## config.mk

```make
export PLATFORM = sky130hd
export DESIGN_NAME = llc_write_decoder
export DESIGN_NICKNAME = d
export VERILOG_FILES = /design/src/rtl/llc_pkg.sv /design/src/rtl/llc_write_decoder.sv
export SDC_FILE = /design/constraint.sdc
export NUM_CORES = 1
export LEC_CHECK = 0
export BUFFER_PORTS_ARGS = -buffer_cell sky130_fd_sc_hd__buf_2
export CORE_AREA = 2 2 39 41
export DETAILED_ROUTE_END_ITERATION = 6
export DIE_AREA = 0 0 41 43
export GPL_TIMING_DRIVEN = 0
export PLACE_DENSITY = 0.56
export RECOVER_POWER = 25
export SKIP_LAST_GASP = 1
export SLEW_MARGIN = 10
export SYNTH_ARGS = -nofsm -noshare
export SYNTH_HDL_FRONTEND = slang
export SYNTH_SLANG_ARGS = --single-unit
```

## constraint.sdc

```tcl
create_clock -name vclk -period 0.8
set_input_delay 0.04 -clock vclk [all_inputs]
set_output_delay 0.04 -clock vclk [all_outputs]
set_load 0.005 [all_outputs]
```

## src/rtl/llc_pkg.sv

```systemverilog
//########################################
// llc local memory types
//########################################

package llc_pkg;

    // cache geometry
    localparam int LLC_WAYS = 8;
    localparam int LLC_WAY_BITS = $clog2(LLC_WAYS);
    localparam int LLC_SET_BITS = 4;

    // field widths
    localparam int LLC_TAG_BITS = 20;
    localparam int LLC_LINE_BITS = 128;
    localparam int LLC_SHARERS_BITS = 16;
    localparam int LLC_OWNER_BITS = 4;

    typedef logic [LLC_SET_BITS-1:0] llc_set_t;
    typedef logic [LLC_WAY_BITS-1:0] llc_way_t;
    typedef logic [LLC_LINE_BITS-1:0] line_t;
    typedef logic [LLC_TAG_BITS-1:0] llc_tag_t;
    typedef logic [LLC_SHARERS_BITS-1:0] sharers_t;
    typedef logic [LLC_OWNER_BITS-1:0] owner_t;
    typedef logic hprot_t;

    // directory state of a line, SD is shared with data still pending
    typedef enum logic [2:0] {
        INVALID   = 3'b000,
        VALID     = 3'b001,
        SHARED    = 3'b010,
        EXCLUSIVE = 3'b011,
        MODIFIED  = 3'b100,
        SD        = 3'b101
    } llc_state_t;

    // coherence fields, written by normal writes and by flush
    typedef struct packed {
        llc_state_t state;
        logic       dirty;
        sharers_t   sharers;
    } llc_coh_t;

    // tag and ownership, written by normal writes only
    typedef struct packed {
        llc_tag_t tag;
        owner_t   owner;
        hprot_t   hprot;
    } llc_info_t;

    // contents of one way as seen on the read port
    typedef struct packed {
        line_t     line;
        llc_info_t info;
        llc_coh_t  coh;
    } llc_way_rd_t;

    // write request for the way banks
    typedef struct packed {
        llc_set_t  set;
        llc_way_t  way;
        line_t     line;
        llc_info_t info;
        llc_coh_t  coh;
    } llc_wr_req_t;

endpackage
```

## src/rtl/llc_write_decoder.sv

```systemverilog
//########################################
// llc way write enables
//########################################

`timescale 1ns/1ps

module llc_write_decoder #(
    parameter int num_ways = llc_pkg::LLC_WAYS
) (
    input  logic                  wr_en,
    input  llc_pkg::llc_way_t     way,
    input  logic [num_ways-1:0]   wr_rst_flush,
    output logic [num_ways-1:0]   wr_en_coh,
    output logic [num_ways-1:0]   wr_en_info
);

    import llc_pkg::*;

    // one-hot select of the addressed way
    always_comb begin
        for (int w = 0; w < num_ways; w++) begin
            wr_en_info[w] = wr_en && (way == llc_way_t'(w));
        end
    end

    // flush touches only the coherence fields, but of any number of ways
    always_comb begin
        for (int w = 0; w < num_ways; w++) begin
            wr_en_coh[w] = wr_en_info[w] | wr_rst_flush[w];
        end
    end

endmodule

```

### After elaboration in Yosys (flattened, before gate mapping)

Cells that the tools add are included.
Widths: inputs -> output; s select.

| operators by class | value |
|---|---|
| equal/unequal tests | 7 |
| bitwise gates (word level) | 8 |
| reductions and logical operators | 9 |

Operators with widths:

| kind | count |
|---|---|
| $eq 3x3->1 const B | 4 |
| $logic_and 1x1->1 | 8 |
| $or 1x1->1 | 8 |
| $eq 3x2->1 const B | 2 |
| $eq 3x1->1 const B | 1 |
| $logic_not 3->1 | 1 |

| storage, ports and cells | value |
|---|---|
| register bits after elaboration | 0 |
| input port bits | 12 |
| output and inout bits | 16 |
| logic and storage cells | 24 |

### Longest topological paths before layout

| depth | value |
|---|---|
| depth after elaboration | 3 |
| depth in mapped cells | 3 |
| depth with buffers taken out | 2 |

### Worst setup path after synthesis

No wires, ideal clock.

| timing | value |
|---|---|
| path kind | input to output |
| from | input port way[1] |
| to | output port wr_en_coh[0] |
| arrival | 0.594 ns |
| required time | 0.760 ns |
| setup slack | 0.166 ns |
| cell stages on the path | 3 |
| path buffers | 1 |
| path through | buf_6 > nor4b_2 > or2_1 |

| between the ends | value |
|---|---|
| longest elaborated chain between the ends | 3 |

RTL lines:

| element | line | text |
|---|---|---|
| start, declared | llc_write_decoder.sv:11 | `input llc_pkg::llc_way_t way,` |
| $logic_not 3->1 | llc_write_decoder.sv:22 | `wr_en_info[w] = wr_en && (way == llc_way_t'(w));` |
| $logic_and 1x1->1 | llc_write_decoder.sv:22 |  |
| named net wr_en_info[0] | llc_write_decoder.sv:14 | `output logic [num_ways-1:0] wr_en_info` |
| $or 1x1->1 | llc_write_decoder.sv:29 | `wr_en_coh[w] = wr_en_info[w] \| wr_rst_flush[w];` |
| end, declared | llc_write_decoder.sv:13 | `output logic [num_ways-1:0] wr_en_coh,` |

The timed path passes the listed nets, and every way through them passes these cells.

### Worst setup path after layout

| timing | value |
|---|---|
| from | input port way[0] |
| to | output port wr_en_coh[1] |

| between the ends | value |
|---|---|
| longest elaborated chain between the ends | 3 |

RTL lines:

| element | line |
|---|---|
| $eq 3x1->1 | llc_write_decoder.sv:22 |
| $logic_and 1x1->1 | llc_write_decoder.sv:22 |
| $or 1x1->1 | llc_write_decoder.sv:29 |

No other way between the ends.

==> metrics.txt <==
run status=complete, no violations; worst-case hold slack=322 ps; core area=0.00138 mm²; Post-Route WL=around 620 µm; die footprint=approximately 0.0018 mm²; post-route worst setup slack=2.42 ps; mean instance size in the synthesized netlist=between 7 and 8 µm²; number of flip-flops and latches=0; Worst IR Drop VDD=about 0.099 mV; Initial Util=0.129; nets=67; library cell contributing the largest single delay on the critical path=and4bb_1; antenna fix cells=0; overall overflow remaining after global route=0; Final setup viols=0; maximum achievable frequency=approximately 1300 MHz; first-pass iteration count of the detailed router=1; share of cells above drive strength 1=0.642; min-delay worst type=in -> out; placement row count=14; final count of pins violating max slew=0; crit path cell chain=buf_6, buf_6, and4bb_1, or2_1, buf_2; number of top-level pins=28; area added between synthesis and finish=102%; quantity of hold-fixing buffers added after cts=0; Worst path most repeated cell=buf_6; antenna violations before repair=0; Worst Path Arrival=between 700 and 800 ps; wire length per cell after detailed routing=8.91 µm; number of global-route vias before repair=200; top cell type's share of synthesized area=0.140; fill cell instance count of the final layout=about 170; pre-CTS worst setup slack=-24.1 ps; cell type with the highest aggregate area in the netlist=and4bb_1; max_cap viols=0; mapped cell area=between 150 and 200 µm²; Iter 0 DRT Violations=0; count of cell types in the netlist=14; sequential share of the synthesized area=0; leak pwr=0.211 nW; count of endpoints failing hold in the final timing report=0; CP max stage delay=190 ps; number of remaining DRC errors=0; Reg area=0 µm²; syn_nets=36; x dimension of the die=a little over 40 µm; cell types with the largest area share after synthesis=and4bb_1 (14%), buf_6 (13%), or2_1 (10%); Relative slew margins=0.854; kind of launch point of the worst setup path=primary input; fin crit share=0.997; total of clock buffers placed in the layout=0; GP Congestion=between 0.5 and 0.6; total power divided by cell area=420 mW/mm²; post-synthesis cell count=24; overall global routing resource usage=0.0619; maximum fanout encountered on the critical timing path=8; category of the worst setup path capture point=primary output; final critical path time including I/O delays and setup=about 800 ps; quantity of I/O buffers inserted on ports=27; vias after detailed routing=275; category of the most critical setup path=in -> out; via-per-instance ratio=3.99; PnR Total Power=0.152 mW; largest net degree at the start of global routing=10; DPL Wire Length=492 µm; Worst Path Required=about 760 ps; final antenna-violating net count=0; number of warnings printed during yosys synthesis=0; first-pass GRT wire length=814 µm; y dimension of the die=between 40 and 50 µm; setup repair after global routing missed its margin=true; Worst-Margin Slew=roughly 220 ps
==> report_power, final <==
part	internal (mW)	switching, mW
clock	0	0
combinational	0.0869	0.0650
sequential	0	0
total	0.0869	0.0650
==> worst max-delay path, delay by kind of cell <==
kind | cells | cell delay, ps
AND/OR/NAND/NOR | 2 | 380
buffers and inverters | 3 | 330
==> cells in the final DEF (no fill, tap or decap), drive strengths merged <==
master,count
clkbuf,2
buf,29
nor3,2
nor3b,2
nand2,2
a41o,2
nor4b,1
or2,3
o31ai,2
o21bai,1
nor2,1
and4bb,2
inv,4
==> through the flow <==
step | util | TNS (ps) | std cells | cell area [µm²]
CTS | 0.252 | -19.9 | 69 | 349
finish | 0.261 | 0 | 69 | 362
floorplan | - | 0 | 24 | 179
global route | 0.261 | -36.5 | 69 | 362
detailed placement | 0.241 | -24.1 | 67 | 334
global placement | 0.241 | -20.3 | 67 | 334
==> per-layer routing <==
layer  global-route usage  up-vias  wire, µm
met5                    0        -         0
met1               0.0823      110       271
met3               0.0105        0        90
li1                     -      148         -
met4                    0        0         0
met2                0.106       17       254
==> final cells by class <==
type,instances,area (µm²),share of cell area
inverters,4,15.0,0.0415
multi-input cells,18,146,0.405
well taps,16,20.0,0.0554
repair buffers,29,158,0.436
plain buffers,2,22.5,0.0623
==> cells by family after synthesis <==
group	Yosys count	synth area share
compound gates	5	0.245
buf+inv	6	0.210
simple gates	13	0.545
==> synth_stat cells (all sizes together) <==
cell type and number:
a41o 2, and4bb 2, buf 2, inv 4, nand2 2, nor2 1
nor3 2, nor3b 2, nor4b 1, o21bai 1, o31ai 2, or2 3
==> timing repair <==
item,CTS,global route
buffers inserted,2,0
cloned,0,0
pin swaps,0,0
gates resized for setup,0,3
setup endpoints to repair,1,4
==> worst paths after layout <==
kind       startpoint            to  slack [ps]  cells past startpoint
max            way[0]  wr_en_coh[1]           2                      5
min   wr_rst_flush[0]  wr_en_coh[0]         320                      3
No activity file was read; power rests on OpenSTA's default activity.
