## src/rtl/llc_pkg.sv

```systemverilog
//########################################
// llc local memory types
//########################################

package llc_pkg;

    // cache geometry
    localparam int LLC_WAYS = 8;
    localparam int LLC_WAY_BITS = $clog2(LLC_WAYS);
    localparam int LLC_SET_BITS = 4;

    // field widths
    localparam int LLC_TAG_BITS = 20;
    localparam int LLC_LINE_BITS = 128;
    localparam int LLC_SHARERS_BITS = 16;
    localparam int LLC_OWNER_BITS = 4;

    typedef logic [LLC_SET_BITS-1:0] llc_set_t;
    typedef logic [LLC_WAY_BITS-1:0] llc_way_t;
    typedef logic [LLC_LINE_BITS-1:0] line_t;
    typedef logic [LLC_TAG_BITS-1:0] llc_tag_t;
    typedef logic [LLC_SHARERS_BITS-1:0] sharers_t;
    typedef logic [LLC_OWNER_BITS-1:0] owner_t;
    typedef logic hprot_t;

    // directory state of a line, SD is shared with data still pending
    typedef enum logic [2:0] {
        INVALID   = 3'b000,
        VALID     = 3'b001,
        SHARED    = 3'b010,
        EXCLUSIVE = 3'b011,
        MODIFIED  = 3'b100,
        SD        = 3'b101
    } llc_state_t;

    // coherence fields, written by normal writes and by flush
    typedef struct packed {
        llc_state_t state;
        logic       dirty;
        sharers_t   sharers;
    } llc_coh_t;

    // tag and ownership, written by normal writes only
    typedef struct packed {
        llc_tag_t tag;
        owner_t   owner;
        hprot_t   hprot;
    } llc_info_t;

    // contents of one way as seen on the read port
    typedef struct packed {
        line_t     line;
        llc_info_t info;
        llc_coh_t  coh;
    } llc_way_rd_t;

    // write request for the way banks
    typedef struct packed {
        llc_set_t  set;
        llc_way_t  way;
        line_t     line;
        llc_info_t info;
        llc_coh_t  coh;
    } llc_wr_req_t;

endpackage
```

## src/rtl/llc_evict_way_mem.sv

```systemverilog
//########################################
// llc eviction way pointers
//########################################

`timescale 1ns/1ps

module llc_evict_way_mem #(
    parameter int num_sets = 2 ** llc_pkg::LLC_SET_BITS
) (
    input  logic              clk,
    input  logic              reset,
    input  logic              rd_en,
    input  llc_pkg::llc_set_t set_in,
    input  logic              wr_en,
    input  llc_pkg::llc_way_t wr_data,
    output llc_pkg::llc_way_t rd_data
);

    import llc_pkg::*;

    // next victim of each set, kept by the controller round robin
    llc_way_t evict_mem [num_sets];

    always_ff @(posedge clk) begin
        if (wr_en) begin
            evict_mem[set_in] <= wr_data;
        end
    end

    // same read-first rule as the way banks
    always_ff @(posedge clk) begin
        if (reset) begin
            rd_data <= '0;
        end else if (rd_en) begin
            rd_data <= evict_mem[set_in];
        end
    end

endmodule

```

## config.mk

```make
export PLATFORM = sky130hd
export DESIGN_NAME = llc_evict_way_mem
export DESIGN_NICKNAME = d
export VERILOG_FILES = /design/src/rtl/llc_pkg.sv /design/src/rtl/llc_evict_way_mem.sv
export SDC_FILE = /design/constraint.sdc
export NUM_CORES = 1
export LEC_CHECK = 0
export ABC_AREA = 1
export BUFFER_PORTS_ARGS = -buffer_cell sky130_fd_sc_hd__buf_4
export CORE_MARGIN = 2
export CORE_UTILIZATION = 53
export DETAILED_ROUTE_END_ITERATION = 7
export PLACE_DENSITY = 0.81
export SETUP_SLACK_MARGIN = 0.2
export SYNTH_ARGS = -nofsm -noshare
export SYNTH_HDL_FRONTEND = slang
export SYNTH_SLANG_ARGS = --single-unit
```

## constraint.sdc

```tcl
create_clock -name clk -period 1.3 [get_ports clk]
set_input_delay 0.195 -clock clk [delete_from_list [all_inputs] [get_ports clk]]
set_output_delay 0.195 -clock clk [all_outputs]
set_load 0.01 [all_outputs]
```

Yosys cells after proc, flatten, opt, wreduce, memory -nomap -nowiden
Memories as Yosys holds them, arrays and structs flattened. A register that Yosys moved wholly into a read port is not among the register bits.
Index checks and enable logic that the tools add are counted.
{ "totals": {"register_bits": 0, "mem_bits_rw": 48, "in_bits": 11, "word_cells": 3, "mem_count": 1} }
{ "mem_list": {"columns": ["name", "depth", "width", "read_ports", "rd_clocked_by_memory_dff", "write_ports", "line", "rtl"], "rows": [
  ["evict_mem", 16, 3, 1, 1, 1, "llc_evict_way_mem.sv:22", "llc_way_t evict_mem [num_sets];"]
]} }
{ "op_classes": {"mux": 2} }
{ "op_table": {"columns": ["cell", "n"], "rows": [
  ["$mux 1", 2]
]} }

Depth between registers and ports, before layout
Gate-level depths: netlist (run 1).
{ "depth": {"word_depth": 2, "mapped_depth": 11} }

Worst setup path after synthesis (run 1)
No wires, ideal clock.
{ "synth_path": {"path_type": "input-to-reg", "start": "input port set_in[1]", "end": "memory evict_mem[5][0] (netlist name) (enable)", "setup_time_ps": 319, "arrival_ps": 903, "required_time_ps": 981, "slack_ps": 79, "path_stages": 5, "cell_sequence": "buf_4 -> inv_2 -> buf_4 -> nand3_1 -> nor2_1"} }
{ "synth_lines": {"columns": ["item", "line", "rtl"], "rows": [
  ["start: declaration", "llc_evict_way_mem.sv:13", "input llc_pkg::llc_set_t set_in,"],
  ["end: declaration", "llc_evict_way_mem.sv:22", null]
]} }
No word-level cell before the write port.

==> results.rst, run 1 <==
.. list-table::
   :header-rows: 1

   * - Metric
     - Value
   * - Status
     - finished, final reports clean
   * - Shortest clock period the worst path allows after layout
     - 1069 ps
   * - Area added between synthesis and finish
     - 16.81%
   * - Synthesized net count
     - 226
   * - Per-cell routed wire length
     - 14.91 um
   * - Share of layout cells above drive strength 1
     - 0.2137
   * - Leak
     - 1.005 nW
   * - Flip-flop and latch count after synthesis
     - 51
   * - Number of endpoints with negative hold slack in the final report
     - 0
   * - Buffer levels on the longest clock path
     - 2
   * - Final net count
     - 245
   * - Share of synthesized area occupied by flip-flops and latches
     - 0.6838
   * - Setup repair after global routing missed its margin
     - true
   * - CTS clock-pin slew for the worst setup and hold paths
     - 80 ps
   * - Layout Cell Area excl Fill
     - 2565 sq um
   * - Final RePlAce weighted congestion
     - 0.9625
   * - Data arrival time of the critical path
     - 1260 ps
   * - Post-placement cell area
     - 2455 sq um
   * - Vertical die dimension
     - 68.37 um
   * - Total congestion overflow after global routing
     - 0
   * - # clock sinks
     - 51
   * - Number of distinct library cell variants in the gate-level netlist after synthesis
     - 13
   * - Synthesized netlist cell count
     - 215
   * - FP Rows
     - 23
   * - Clock Skew
     - 4.982 ps
   * - Number of buffers inserted during clock tree synthesis
     - 5
   * - Worst Max-Slew Pin Slew
     - 315.3 ps
   * - Cells traversed along the worst timing path
     - nand2_1, nand2_1, nand2_1, nand2_1, nand2_1, nand3_1, nor2_2, nor2_1
   * - Global-route total usage across every layer
     - 0.2100
   * - Remaining antenna violation count
     - 0
   * - Hold_ws
     - 177.2 ps
   * - Worst path setup slack after routing
     - 230.6 ps
   * - Starting Density
     - 0.5490
   * - Path type of the worst min-delay path
     - in -> reg
   * - Vias per cell
     - 5.222
   * - Maximum vdd ir drop
     - 789.3 uV
   * - WS Path Type
     - reg -> reg
   * - Post-CTS setup repair buffer count
     - 0
   * - Biggest fanout along the worst timing path
     - 1
   * - Crit end category
     - register
   * - Area of the placeable core
     - 4000 sq um
   * - Final clock period utilization by the worst path
     - 0.8226
   * - Power after layout
     - 3.162 mW
   * - Total negative setup slack
     - 0 ps
   * - Setup-violating endpoint count in the final report
     - 0
   * - Cells on worst reg2reg path
     - 8
   * - Final standard cell count with taps included and fillers excluded
     - 284
   * - Diodes inserted
     - 0
   * - Maximum cell stage delay along the critical path
     - 380 ps
   * - Timing startpoint of the critical path
     - evict_mem[7][0]$_DFFE_PP_
   * - Max capacitance violation total
     - 0
   * - Top cell by count, worst path
     - sky130_fd_sc_hd__nand2_1
   * - Worst-case hold path end point
     - rd_data[2]$_SDFFE_PP0P_
   * - Placement-stage worst setup slack
     - 54.91 ps
   * - Total via count in the routed design
     - 1483
   * - Number of top-level pins
     - 14
   * - Startpoint type of the worst setup path
     - register
   * - Residual DRC
     - 0
   * - Clock tree from TritonCTS
     - yes
   * - Utilization after layout
     - 0.6412
   * - Initial antenna violation count
     - 0
   * - Mean cell area of the mapped netlist
     - 10.21 sq um
   * - Deepest level of the CTS H-tree
     - 2
   * - Power density over the cells
     - 1233 nW/um^2
   * - Max-slew headroom at the worst pin
     - 0.7895
   * - Number of buffers inserted by port buffering
     - 13
   * - DP Wirelength
     - 2.967 mm
   * - Upper clock frequency limit
     - 935.1 MHz
   * - Filler Cells Inserted
     - 318
   * - Largest net degree at the start of global routing
     - 27
   * - 1st-pass router iterations
     - 4
   * - Clock insertion delay at the later pin of the skew report
     - 300 ps
   * - Die width
     - 68.37 um
   * - Dpl cells
     - 277
   * - First-pass GRT wire length
     - 6.720 mm
   * - Critical Path RT
     - 1490 ps
   * - Hold Crit Start
     - reset
   * - Netlist area before placement
     - 2196 sq um
   * - Launch point of the worst reg-to-reg path
     - evict_mem[7][0]$_DFFE_PP_
   * - Terminus of the critical flop-to-flop path
     - rd_data[0]$_SDFFE_PP0P_
   * - Register-to-register setup slack
     - 230 ps
   * - Via count of the first global-routing pass
     - 1350
   * - Hold Path Stages
     - 4
   * - Number of pins with negative max-slew slack in the final report
     - 0
   * - Die footprint
     - 4674 sq um
   * - First DRT Iteration DRCs
     - 119
   * - Aggregate routed wire length
     - 4.234 mm
   * - Number of warning messages in the yosys log
     - 0
   * - Cell type of the slowest stage on the worst timing path
     - sky130_fd_sc_hd__edfxtp_1
   * - Root Driver
     - sky130_fd_sc_hd__clkbuf_8
-- state kept, by name, indices dropped and copies added (netlist names) --
| name | cells |
|---|---|
| evict_mem | 48 |
| rd_data | 3 |
-- routing by layer --
metal	routed length, um	up-vias	GRT usage
met5	0	-	0
met4	127	0	0.08500
met3	246	12	0.04441
met2	2021	49	0.3337
met1	1838	676	0.2827
li1	-	746	-
-- synthesized netlist by cell type (all sizes together) --
master | n | area share
nand3 | 19 | 0.043
nor2 | 25 | 0.043
edfxtp | 48 | 0.66
nand2 | 97 | 0.17
dfxtp | 3 | 0.027
o21ai | 3 | 0.0068
inv | 9 | 0.018
nand4 | 3 | 0.0085
buf | 8 | 0.031
-- where the power goes --
| part | leakage (nW) | switching [mW] | internal [mW] |
|---|---|---|---|
| sequential | 0.459 | 0.0109 | 1.83 |
| combinational | 0.496 | 0.191 | 0.0976 |
| clock | 0.0513 | 0.467 | 0.564 |
-- final cells by class --
type / count / area, sq um / area share
well taps: 50 / 62.56 / 0.02439
multi-input cells: 147 / 704.4 / 0.2746
inverters: 9 / 43.79 / 0.01707
repair buffers: 20 / 150.1 / 0.05854
clock inverters: 1 / 30.03 / 0.01171
clock buffers: 6 / 72.57 / 0.02829
flip-flops and latches: 51 / 1501 / 0.5854
-- cells by family (layout without fill, tap and decap cells) --
group | after synthesis | in the layout | share of synthesized area
compound gates | 3 | 3 | 0.006836
simple gates | 144 | 144 | 0.2604
flops | 51 | 51 | 0.6838
buf+inv | 17 | 36 | 0.04900
-- worst max path at each step --
stage	slack [ps]	endpoint	cells after the start
after floorplan	200	evict_mem[6][0]$_DFFE_PP_	5
after global placement	90	rd_data[1]$_SDFFE_PP0P_	10
after detailed placement	50	evict_mem[6][1]$_DFFE_PP_	4
after CTS	250	rd_data[0]$_SDFFE_PP0P_	8
after global routing	140	rd_data[2]$_SDFFE_PP0P_	8
final	230	rd_data[0]$_SDFFE_PP0P_	8
-- critical path, delay by kind of cell, from the launching register on --
| family | cells | cell delay, ps |
|---|---|---|
| simple gates | 8 | 600 |
| flops | 1 | 380 |
-- what timing repair did --
item,4_1_cts,5_1_grt
setup endpoints to repair,0,3
resized for setup,0,2
hold buffers,0,0
hold endpoints to repair,0,0
-- cell usage in the layout, fill, tap and decap left out --
master | netlist | final
sky130_fd_sc_hd__inv_6 | 1 | 2
sky130_fd_sc_hd__nor2_1 | 25 | 8
sky130_fd_sc_hd__buf_4 | 4 | 20
sky130_fd_sc_hd__nand3_4 | 0 | 2
sky130_fd_sc_hd__edfxtp_1 | 48 | 48
sky130_fd_sc_hd__nand3_1 | 19 | 14
sky130_fd_sc_hd__nand3_2 | 0 | 3
sky130_fd_sc_hd__clkbuf_1 | 0 | 1
sky130_fd_sc_hd__bufinv_16 | 0 | 1
sky130_fd_sc_hd__o21ai_0 | 3 | 3
sky130_fd_sc_hd__nand2_1 | 97 | 97
sky130_fd_sc_hd__clkbuf_8 | 0 | 5
sky130_fd_sc_hd__nand4_1 | 3 | 3
sky130_fd_sc_hd__inv_1 | 7 | 7
sky130_fd_sc_hd__dfxtp_1 | 3 | 3
sky130_fd_sc_hd__nor2_4 | 0 | 7
sky130_fd_sc_hd__nor2_2 | 0 | 10
Note: power is estimated with default switching activity, not from simulation.
==> inputs of run 2 (changes only) <==
Settings changed: CORE_UTILIZATION 53 to 55, PLACE_DENSITY 0.81 to 0.8.
Clock period 1.3 ns to 0.99 ns, I/O delays scaled along.
==> results.rst, run 2 (synthesis gave the netlist of run 1 again) <==
.. list-table::
   :header-rows: 1

   * - Metric
     - Value
   * - Worst path setup slack after routing
     - -43.96 ps
   * - Filler Cells Inserted
     - 281
   * - Root Driver
     - sky130_fd_sc_hd__clkbuf_8
   * - Number of buffers inserted by port buffering
     - 13
   * - Via count of the first global-routing pass
     - 1519
   * - Hold Crit Start
     - reset
   * - Number of top-level pins
     - 14
   * - Remaining antenna violation count
     - 0
   * - Hold Path Stages
     - 4
   * - Clock tree from TritonCTS
     - yes
   * - Maximum cell stage delay along the critical path
     - 370 ps
   * - Data arrival time of the critical path
     - 1240 ps
   * - Worst Max-Slew Pin Slew
     - 202.0 ps
   * - Max capacitance violation total
     - 0
   * - Setup-violating endpoint count in the final report
     - 3
   * - Cells traversed along the worst timing path
     - nand2_1, nand2_1, nand2_1, nand2_1, nand2_1, nand3_2, nor2_2, nor2_1
   * - Final net count
     - 253
   * - Clock Skew
     - 4.619 ps
   * - Violations in the final reports
     - setup timing
   * - Cell internal pwr
     - 3.061 mW
   * - Leak
     - 1.044 nW
   * - Buffer levels on the longest clock path
     - 2
   * - Aggregate routed wire length
     - 4.526 mm
   * - Residual DRC
     - 0
   * - Launch point of the worst reg-to-reg path
     - evict_mem[14][0]$_DFFE_PP_
   * - Power density over the cells
     - 1488 nW/um^2
   * - Share of layout cells above drive strength 1
     - 0.2757
   * - Layout Cell Area excl Fill
     - 2701 sq um
   * - Upper clock frequency limit
     - 967.2 MHz
   * - Top cell by count, worst path
     - sky130_fd_sc_hd__nand2_1
   * - Clock share of power
     - 0.286
   * - Per-cell routed wire length
     - 15.55 um
   * - Area taken by flip-flops and latches
     - 1505 sq um
   * - Setup repair after global routing missed its margin
     - true
   * - DP Wirelength
     - 2.971 mm
   * - Proportion of total power due to net switching
     - 0.2385
   * - Number of pins with negative max-slew slack in the final report
     - 0
   * - Registers with the most flip-flops
     - evict_mem: 48 flops, rd_data: 3 flops
   * - Largest net degree at the start of global routing
     - 27
   * - Startpoint type of the worst setup path
     - register
   * - Utilization after layout
     - 0.7216
   * - Total via count in the routed design
     - 1540
   * - Path type of the worst min-delay path
     - in -> reg
   * - Buffers and inverters on the worst path
     - 0
   * - Vertical die dimension
     - 67.19 um
   * - Shortest clock period the worst path allows after layout
     - 1034 ps
   * - Crit end category
     - register
   * - Final clock period utilization by the worst path
     - 1.044
   * - Starting Density
     - 0.5866
   * - Dpl cells
     - 281
   * - Post-CTS setup repair buffer count
     - 0
   * - Cell type of the slowest stage on the worst timing path
     - sky130_fd_sc_hd__edfxtp_1
   * - Cells on worst reg2reg path
     - 8
   * - Relative contribution of sequential cells to total power
     - 0.603
   * - Clock insertion delay at the later pin of the skew report
     - 310 ps
   * - Final standard cell count with taps included and fillers excluded
     - 291
   * - Area added between synthesis and finish
     - 23.02%
   * - Final RePlAce weighted congestion
     - 0.8812
   * - Max-slew headroom at the worst pin
     - 0.8653
   * - WS Path Type
     - reg -> reg
   * - Post-placement cell area
     - 2562 sq um
   * - Area used by multi-input combinational logic
     - 769.5 sq um
   * - Global-route total usage across every layer
     - 0.2309
   * - Diodes inserted
     - 0
   * - Die width
     - 67.19 um
   * - Deepest level of the CTS H-tree
     - 2
   * - Largest register by flop count
     - evict_mem
   * - Vias per cell
     - 5.292
   * - Max FFs per register
     - 48
   * - # clock sinks
     - 51
   * - Most common cell after layout, fill and taps aside
     - sky130_fd_sc_hd__nand2_1
   * - Initial antenna violation count
     - 0
   * - Power dissipated by switching net loads
     - 958.7 uW
   * - First DRT Iteration DRCs
     - 133
   * - Critical Path RT
     - 1200 ps
   * - First-pass GRT wire length
     - 7.141 mm
   * - # hold bufs at CTS
     - 0
   * - Number of buffers inserted during clock tree synthesis
     - 5
   * - Part of the power in combinational logic
     - 0.111
   * - Leading cell types in the layout, fill and taps excluded
     - 96 x sky130_fd_sc_hd__nand2_1, 48 x sky130_fd_sc_hd__edfxtp_1, 22 x sky130_fd_sc_hd__buf_4
   * - Die footprint
     - 4514 sq um
   * - Terminus of the critical flop-to-flop path
     - rd_data[0]$_SDFFE_PP0P_
   * - Hold_ws
     - 114.3 ps
   * - Maximum vdd ir drop
     - 1153 uV
   * - CP top delay family
     - simple AND/OR/NAND/NOR gates
   * - Area of the placeable core
     - 3744 sq um
   * - CTS clock-pin slew for the worst setup and hold paths
     - 90 ps
   * - Worst-case hold path end point
     - rd_data[2]$_SDFFE_PP0P_
   * - 1st-pass router iterations
     - 4
   * - Biggest fanout along the worst timing path
     - 1
   * - Number of endpoints with negative hold slack in the final report
     - 0
   * - Status
     - finished with violations
   * - Register-to-register setup slack
     - -40 ps
   * - FP Rows
     - 22
   * - Total congestion overflow after global routing
     - 0
[run 2: changes by cell type in the layout (fill, tap and decap cells not counted), sizes merged]
cell,delta
clkinvlp,+1
inv,+2
bufinv,-1
clkinv,+1
buf,+6
[run 2: what timing repair did]
action,4_1_cts,5_1_grt
pin swaps,4,12
cloned,0,2
resized for setup,7,7
endpoints found under the setup margin,30,40
[run 2: routing by layer]
layer | wire, um | vias to the layer above | track usage
met1 | 1903 | 722 | 0.2857
li1 | - | 766 | -
met5 | 0 | - | 0
met4 | 47 | 0 | 0.1301
met3 | 260 | 4 | 0.06167
met2 | 2315 | 48 | 0.3688
[run 2: tightest hold or removal path, stage by stage]
cell and delay (ps):
sky130_fd_sc_hd__buf_4 80, sky130_fd_sc_hd__inv_1 50, sky130_fd_sc_hd__o21ai_0 70, sky130_fd_sc_hd__nor2_1 50
[run 2: area by class of cell]
cell class | count | area share
sequential | 51 | 0.5572
multi-input combinational | 147 | 0.2849
timing repair buffer | 26 | 0.07781
clock buffer | 6 | 0.02686
tap | 48 | 0.02223
inverter | 9 | 0.01992
timing repair inverter | 2 | 0.006484
clock inverter | 2 | 0.004632
[run 2: power groups by stage]
stage / clock network (mW) / registers (mW) / logic (mW)
detailed placement: 0 / 2.47 / 0.418
floorplan: 0 / 2.47 / 0.274
CTS: 1.17 / 2.42 / 0.429
finish: 1.15 / 2.42 / 0.448
global route: 1.23 / 2.43 / 0.492
global placement: 0 / 2.47 / 0.412
[run 2: worst max-delay path by stage]
stage          slack (ps)                        end                  startpoint  depth (start not counted)
4_1_cts               -60    rd_data[0]$_SDFFE_PP0P_   evict_mem[1][0]$_DFFE_PP_                          8
3_3_place_gp         -150    rd_data[0]$_SDFFE_PP0P_                   set_in[0]                         10
6_report              -40    rd_data[0]$_SDFFE_PP0P_  evict_mem[14][0]$_DFFE_PP_                          8
3_5_place_dp         -190    rd_data[0]$_SDFFE_PP0P_                   set_in[0]                         10
2_1_floorplan         -40  evict_mem[0][0]$_DFFE_PP_                   set_in[1]                          5
5_1_grt              -130    rd_data[2]$_SDFFE_PP0P_   evict_mem[5][2]$_DFFE_PP_                          8
[run 2: per-stage QoR]
stage,power (mW),setup WS [ps],TNS (ps)
detailed placement,2.887,-186.6,-6061
floorplan,2.744,-35.87,-652.4
global placement,2.879,-153.9,-5443
CTS,4.018,-63.20,-72.23
global route,4.150,-127.5,-322.3
finish,4.019,-43.96,-48.20
==> inputs of run 3 (changes only) <==
Clock period 0.99 ns to 1.25 ns, I/O delays scaled along.
==> results.rst, run 3 (synthesis gave the netlist of run 1 again) <==
.. list-table::
   :header-rows: 1

   * - Metric
     - Value
   * - Via count of the first global-routing pass
     - 1463
   * - Starting Density
     - 0.5866
   * - Max-slew headroom at the worst pin
     - 0.7493
   * - Total via count in the routed design
     - 1486
   * - Area of the placeable core
     - 3744 sq um
   * - Diodes inserted
     - 0
   * - Remaining antenna violation count
     - 0
   * - CTS clock-pin slew for the worst setup and hold paths
     - 90 ps
   * - Top cell by count, worst path
     - sky130_fd_sc_hd__nand2_1
   * - Clock tree from TritonCTS
     - yes
   * - Maximum cell stage delay along the critical path
     - 380 ps
   * - Final net count
     - 244
   * - Number of buffers inserted during clock tree synthesis
     - 5
   * - Worst Max-Slew Pin Slew
     - 375.7 ps
   * - Register-to-register setup slack
     - 210 ps
   * - Number of buffers inserted by port buffering
     - 13
   * - Most common cell after layout, fill and taps aside
     - sky130_fd_sc_hd__nand2_1
   * - Final clock period utilization by the worst path
     - 0.8335
   * - # hold bufs at CTS
     - 0
   * - Data arrival time of the critical path
     - 1240 ps
   * - Biggest fanout along the worst timing path
     - 1
   * - First DRT Iteration DRCs
     - 115
   * - Leading cell types in the layout, fill and taps excluded
     - 97 x sky130_fd_sc_hd__nand2_1, 48 x sky130_fd_sc_hd__edfxtp_1, 18 x sky130_fd_sc_hd__buf_4
   * - Critical Path RT
     - 1450 ps
   * - Crit end category
     - register
   * - Share of layout cells above drive strength 1
     - 0.2094
   * - Largest net degree at the start of global routing
     - 27
   * - Final RePlAce weighted congestion
     - 0.9710
   * - Filler Cells Inserted
     - 287
   * - Cell type of the slowest stage on the worst timing path
     - sky130_fd_sc_hd__edfxtp_1
   * - Final standard cell count with taps included and fillers excluded
     - 282
   * - Vertical die dimension
     - 67.19 um
   * - Aggregate routed wire length
     - 4.181 mm
   * - Leak
     - 1.003 nW
   * - Shortest clock period the worst path allows after layout
     - 1042 ps
   * - WS Path Type
     - reg -> reg
   * - Clock Skew
     - 5.228 ps
   * - Utilization after layout
     - 0.6949
   * - Number of pins with negative max-slew slack in the final report
     - 0
   * - Path type of the worst min-delay path
     - in -> reg
   * - Per-cell routed wire length
     - 14.83 um
   * - Total congestion overflow after global routing
     - 0
   * - Area taken by flip-flops and latches
     - 1501 sq um
   * - Post-CTS setup repair buffer count
     - 0
   * - Cells traversed along the worst timing path
     - nand2_1, nand2_1, nand2_1, nand2_1, nand2_1, nand3_1, nor2_1, nor2_1
   * - # clock sinks
     - 51
   * - Area used by multi-input combinational logic
     - 752.0 sq um
   * - Startpoint type of the worst setup path
     - register
   * - Global-route total usage across every layer
     - 0.2194
   * - Initial antenna violation count
     - 0
   * - Status
     - finished, final reports clean
   * - Total negative setup slack
     - 0 ps
   * - Maximum vdd ir drop
     - 834.1 uV
   * - Clock insertion delay at the later pin of the skew report
     - 300 ps
   * - Area added between synthesis and finish
     - 18.46%
   * - Largest register by flop count
     - evict_mem
   * - Die width
     - 67.19 um
   * - Power density over the cells
     - 1196 nW/um^2
   * - Setup repair after global routing missed its margin
     - true
   * - Max capacitance violation total
     - 0
   * - 1st-pass router iterations
     - 4
   * - Max FFs per register
     - 48
   * - Registers with the most flip-flops
     - evict_mem: 48 flops, rd_data: 3 flops
   * - Deepest level of the CTS H-tree
     - 2
   * - Die footprint
     - 4514 sq um
   * - Number of top-level pins
     - 14
   * - First-pass GRT wire length
     - 6.920 mm
   * - Buffer levels on the longest clock path
     - 2
   * - Vias per cell
     - 5.270
   * - Number of endpoints with negative hold slack in the final report
     - 0
   * - DP Wirelength
     - 2.986 mm
   * - Post-cts gate resize count
     - 0
   * - Setup-violating endpoint count in the final report
     - 0
   * - Buffers and inverters on the worst path
     - 0
   * - Upper clock frequency limit
     - 959.8 MHz
   * - Dpl cells
     - 274
   * - FP Rows
     - 22
   * - Residual DRC
     - 0
   * - CP top delay family
     - simple AND/OR/NAND/NOR gates
   * - Root Driver
     - sky130_fd_sc_hd__clkbuf_8
## run 3: tightest hold or removal path: cells and delay by family
family                 cells  cell delay, ps
buffers and inverters      2             120
AND/OR/NAND/NOR            1              50
AO/OA/AOI/OAI              1              70
## run 3: where the power goes
part           switching, mW  internal [mW]  total (mW)  leakage [nW]
combinational          0.209          0.106       0.315         0.497
clock                  0.498          0.383       0.881        0.0477
sequential            0.0116           1.90        1.92         0.459
## run 3: path summary, 6_finish.rpt
kind	from	to	depth (start not counted)
max	evict_mem[0][1]$_DFFE_PP_	rd_data[1]$_SDFFE_PP0P_	8
min reg2reg	rd_data[0]$_SDFFE_PP0P_	rd_data[0]$_SDFFE_PP0P_	2
max reg2reg	evict_mem[0][1]$_DFFE_PP_	rd_data[1]$_SDFFE_PP0P_	8
min	reset	rd_data[0]$_SDFFE_PP0P_	4
## run 3: through the flow
stage,setup WS [ps],cell area (sq um),hold WS (ps),power (mW)
finish,208.1,2601,154.9,3.112
floorplan,185.1,2406,286.4,2.171
CTS,205.2,2601,148.0,3.136
global route,137.1,2601,173.0,3.238
global placement,19.95,2517,474.8,2.265
detailed placement,24.21,2517,474.1,2.272
## run 3: final cells by class
cell class,instances,share of cell area
flip-flops and latches,51,0.5772
inverters,9,0.01876
clock buffers,5,0.02646
repair buffers,19,0.05964
well taps,48,0.02309
clock inverters,3,0.005772
multi-input cells,147,0.2891
## run 3: routing by layer
metal	GRT usage	part of all wire	vias to the layer above
met3	0.05167	0.052	6
met2	0.3639	0.51	33
li1	-	-	750
met4	0.08418	0.016	0
met1	0.2818	0.42	697
met5	0	0	-
